===== src/y86_pkg.sv =====
package y86_pkg;

    localparam int WORD_BITS = 64;
    localparam int FETCH_BYTES = 10;   // longest instruction, irmovq

    typedef logic [WORD_BITS-1:0] word_t;

    // register specifier, code F means no register
    typedef logic [3:0] reg_id_t;

    localparam reg_id_t REG_NONE = 4'hF;

    // instruction codes, upper nibble of the first byte
    typedef enum logic [3:0] {
        op_halt   = 4'h0,
        op_nop    = 4'h1,
        op_rrmovq = 4'h2,
        op_irmovq = 4'h3,
        op_opq    = 4'h6
    } opcode_t;

    // opq function codes, lower nibble of the first byte
    typedef enum logic [3:0] {
        fn_add = 4'h0,
        fn_sub = 4'h1,
        fn_and = 4'h2,
        fn_xor = 4'h3
    } alu_fn_t;

    typedef enum logic [1:0] {
        stat_aok, // running normally
        stat_hlt,
        stat_adr, // fetch window past end of memory
        stat_ins  // undefined instruction
    } status_t;

    typedef struct packed {
        logic zf;
        logic sf;
        logic of;
    } cond_codes_t;

    typedef struct packed {
        logic [3:0] icode;
        logic [3:0] ifun;
        reg_id_t    ra;
        reg_id_t    rb;
        word_t      valc;  // big-endian immediate
        logic       valid; // executes this cycle
    } decoded_instr_t;

endpackage


===== src/reg_file.sv =====
`timescale 1ns/1ps

module reg_file (
    input  logic                    clk,
    input  logic                    reset,
    input  y86_pkg::decoded_instr_t dec,
    input  logic                    wb_en,
    input  y86_pkg::reg_id_t        wb_reg,
    input  y86_pkg::word_t          wb_val,
    output y86_pkg::word_t          vala,
    output y86_pkg::word_t          valb
);
    import y86_pkg::*;

    localparam int NUM_REGS = 15;

    word_t regs [NUM_REGS];

    always_ff @(posedge clk) begin
        if (reset) begin
            for (int i = 0; i < NUM_REGS; i++) begin
                regs[i] <= '0;
            end
        end else if (wb_en && wb_reg != REG_NONE) begin
            regs[wb_reg] <= wb_val;
        end
    end

    // no register reads as zero
    always_comb begin
        vala = '0;
        valb = '0;
        if (dec.ra != REG_NONE) begin
            vala = regs[dec.ra];
        end
        if (dec.rb != REG_NONE) begin
            valb = regs[dec.rb];
        end
    end

    // execute must drop writes whose destination is F
    a_no_write_to_none: assert property (
        @(posedge clk) disable iff (reset) wb_en |-> wb_reg != REG_NONE
    );

endmodule


===== config.mk =====
export PLATFORM = sky130hd
export DESIGN_NAME = reg_file
export DESIGN_NICKNAME = d
export VERILOG_FILES = /design/src/y86_pkg.sv /design/src/reg_file.sv
export SDC_FILE = /design/constraint.sdc
export NUM_CORES = 2
export LEC_CHECK = 0
export BUFFER_PORTS_ARGS = -buffer_cell sky130_fd_sc_hd__buf_2
export CORE_AREA = 2 2 390 392
export CTS_CLUSTER_DIAMETER = 40
export CTS_CLUSTER_SIZE = 20
export DETAILED_ROUTE_END_ITERATION = 6
export DIE_AREA = 0 0 392 394
export SLEW_MARGIN = 20
export SYNTH_ARGS = -nofsm -noshare
export SYNTH_HDL_FRONTEND = slang
export SYNTH_SLANG_ARGS = --single-unit

===== constraint.sdc =====
create_clock -name clk -period 4.5 [get_ports clk]
set_input_delay 0.225 -clock clk [delete_from_list [all_inputs] [get_ports clk]]
set_output_delay 0.225 -clock clk [all_outputs]
set_load 0.01 [all_outputs]

==> results_dict.tcl <==
set metrics [dict create \
    dieArea_sq_um 154000 \
    antenna_left 0 \
    swShare_pct 25.3 \
    cp_cell_sequence "buf_6 > nand2b_4 > buf_4 > o22ai_1 > a221oi_1 > o21ai_0 > buf_2" \
    die_w_um 392 \
    hold_path_class "input port to register" \
    antenna_found_initial 25 \
    hpwl_mm 89.9 \
    top_regs "regs (960)" \
    critPathArrivalTime_ns 2.98 \
    worstHoldStart "wb_reg[0]" \
    initial_utilization_pct 33.6 \
    nets 3909 \
    dieHeight_um 394 \
    clk_path_buf_depth 3 \
    vias 33400 \
    io_buffers 206 \
    p_int_uw 18900 \
    p_per_area_nw_per_um2 424 \
    gp_congestion 0.758 \
    drtIter0Drc 3937 \
    io_pins 280 \
    cts_tree "yes" \
    worstPathRequired_ns 4.28 \
    slowest_delay_ns 0.89 \
    seq_power_share_pct 42.0 \
    fin_util_pct 39.6 \
    drtPass1Iterations 6 \
    cts_sinks 960 \
    rows 143 \
    power_frac_clock_pct 47.3 \
    layoutNonFillerInstCount 5921 \
    cts_resized 0 \
    area_delta_synth_final_pct 17.7 \
    syn-num-nets 3789 \
    route.detailed.drc 0 \
    max_freq_mhz 312 \
    finalSetupTns_ns 0 \
    yosys.cell_types.count 38 \
    syn_inst 3637 \
    grt_max_degree 111 \
    synth-seq-cells 960 \
    yosysSeqAreaShare_pct 56.9 \
    fill_cells 14000 \
    dp_slack_ns 1.28 \
    placed_area_sq_um 53800 \
    grt-ovfl-total 0 \
    worst_slack_ns 1.30 \
    rsz0062_at_grt "false" \
    synth_edf_count 960 \
    yosysWarnings 0 \
    start_kind "input port" \
    wl_per_cell_um 29.0 \
    drive_gt1_share_pct 23.2 \
    place_inst 5568 \
    wl_mm 171 \
    grt_pass1_vias 34000 \
    p_switching_uw 6400 \
    tightest_slew_ns 1.22 \
    leakage_uw 0.0215 \
    cts.htree.levels 4 \
    finalHoldViolCount 0 \
    setup_viol 0 \
    async_flop_share_pct 0 \
    drv_slew 0 \
    cp.buffers_inverters 3 \
    crit_path_end_kind "primary output" \
    vias_per_cell 5.63 \
    worst_path_max_delay_cell "nand2b_4" \
    finalCritPeriodShare_pct 71.2 \
    setup.worst_path.start "dec[68]" \
    grt_use_total_pct 21.9 \
    maxCapViolations 0 \
    seqCellArea_sq_um 28800 \
    critPathKind "input port to primary output" \
    path_clk_slew_ns 0.06 \
    vdd_drop_max_mv 0.342 \
    min_period_ns 3.20 \
    mappedNetlistArea_sq_um 50700 \
    critical_path.top_delay_family "buffers and inverters" \
    combPwrFrac_pct 10.7 \
    core_sq_um 151000 \
    status "finished, final reports clean" \
    relSlewSlack_pct 18.6 \
    grt_pass1_wl_mm 243 \
    multi_input_area_sq_um 20100 \
    cts_root_buf "clkbuf_16" \
    regMostFlops "regs" \
    syn_area_per_cell_sq_um 13.9 \
    largest_reg_flops 960 \
    cp_max_fo 52 \
    design_area_sq_um 59700 \
    cts_buffers 153 \
    synthFlopType "edfxtp_1" \
]
## power by group through the flow
stage | combinational, uW | sequential (uW) | clock, uW
global placement | 2650 | 10700 | 0
floorplan | 1610 | 10700 | 0
CTS | 2720 | 10600 | 12100
global route | 2870 | 10700 | 12500
finish | 2710 | 10600 | 11900
detailed placement | 2660 | 10800 | 0
## cell usage after synthesis (63+ instances only)
master | n | area share (%)
a22oi_1 | 125 | 1.9
o221ai_1 | 64 | 1.1
mux2_2 | 63 | 1.4
o211ai_1 | 63 | 0.93
inv_1 | 63 | 0.47
and2_1 | 960 | 12
clkbuf_1 | 258 | 1.9
edfxtp_1 | 960 | 57
mux4_2 | 257 | 11
buf_2 | 76 | 0.75
mux2i_1 | 320 | 6.3
o22ai_1 | 126 | 1.6
nand2_1 | 66 | 0.49
## final timing paths
path / endpoint / slack, ns / cells after the start
worst max-delay path: valb[10] / 1.30 / 7
worst min-delay path: regs[11][23]$_SDFFCE_PN0P_ / 0.36 / 4
## per-layer routing
| layer | up-vias | global-route usage [%] | wire (um) |
|---|---|---|---|
| met5 | - | 0 | 40 |
| met4 | 8 | 6.30 | 4130 |
| met3 | 305 | 4.37 | 15600 |
| met2 | 1696 | 35.1 | 81500 |
| met1 | 17200 | 30.0 | 70200 |
| li1 | 14200 | - | - |
## final cells by class
cell class	count	area share (%)
inverter	64	0.405
clock inverter	114	2.11
timing repair buffer	348	4.51
clock buffer	169	6.62
multi-input combinational	2230	33.8
tap	2030	4.26
sequential	960	48.3
antenna	6	0.0252
## metrics by stage
step	total power, uW	hold WS, ns
floorplan	12300	0.423
global placement	13400	0.669
detailed placement	13400	0.676
CTS	25400	0.307
global route	26000	0.368
finish	25300	0.357
## layout by cell type, fill, tap and decap left out, types with 6 or more instances in the layout
master and n:
a221oi_1 62, a22oi_1 125, and2_1 960, buf_12 31
buf_2 200, buf_4 48, bufinv_16 18, clkbuf_1 13
clkbuf_16 156, clkinv_1 17, clkinv_2 26, clkinv_4 10
clkinvlp_4 19, diode_2 6, dlygate4sd3_1 64, edfxtp_1 960
inv_1 63, inv_6 16, mux2_2 63, mux2i_1 320
mux4_2 257, nand2_1 66, nor2_4 14, o211ai_1 63
o21ai_0 30, o21ai_1 35, o221ai_1 64, o22ai_1 126
or2_4 16
## kinds of logic (layout without fill, tap and decap cells)
logic type / count (synthesis) / after routing / share of synthesized area, %
flops: 960 / 960 / 56.9
compound gates: 511 / 511 / 7.25
other cells: 0 / 6 / 0
buf+inv: 447 / 695 / 3.80
mux: 640 / 640 / 19.1
simple gates: 1079 / 1079 / 12.9
## what timing repair did
item | CTS | global route
endpoints found under the hold margin | 960 | 0
buffers inserted | 0 | 0
hold buffers | 64 | 0
No activity file was read; power rests on OpenSTA's default activity.
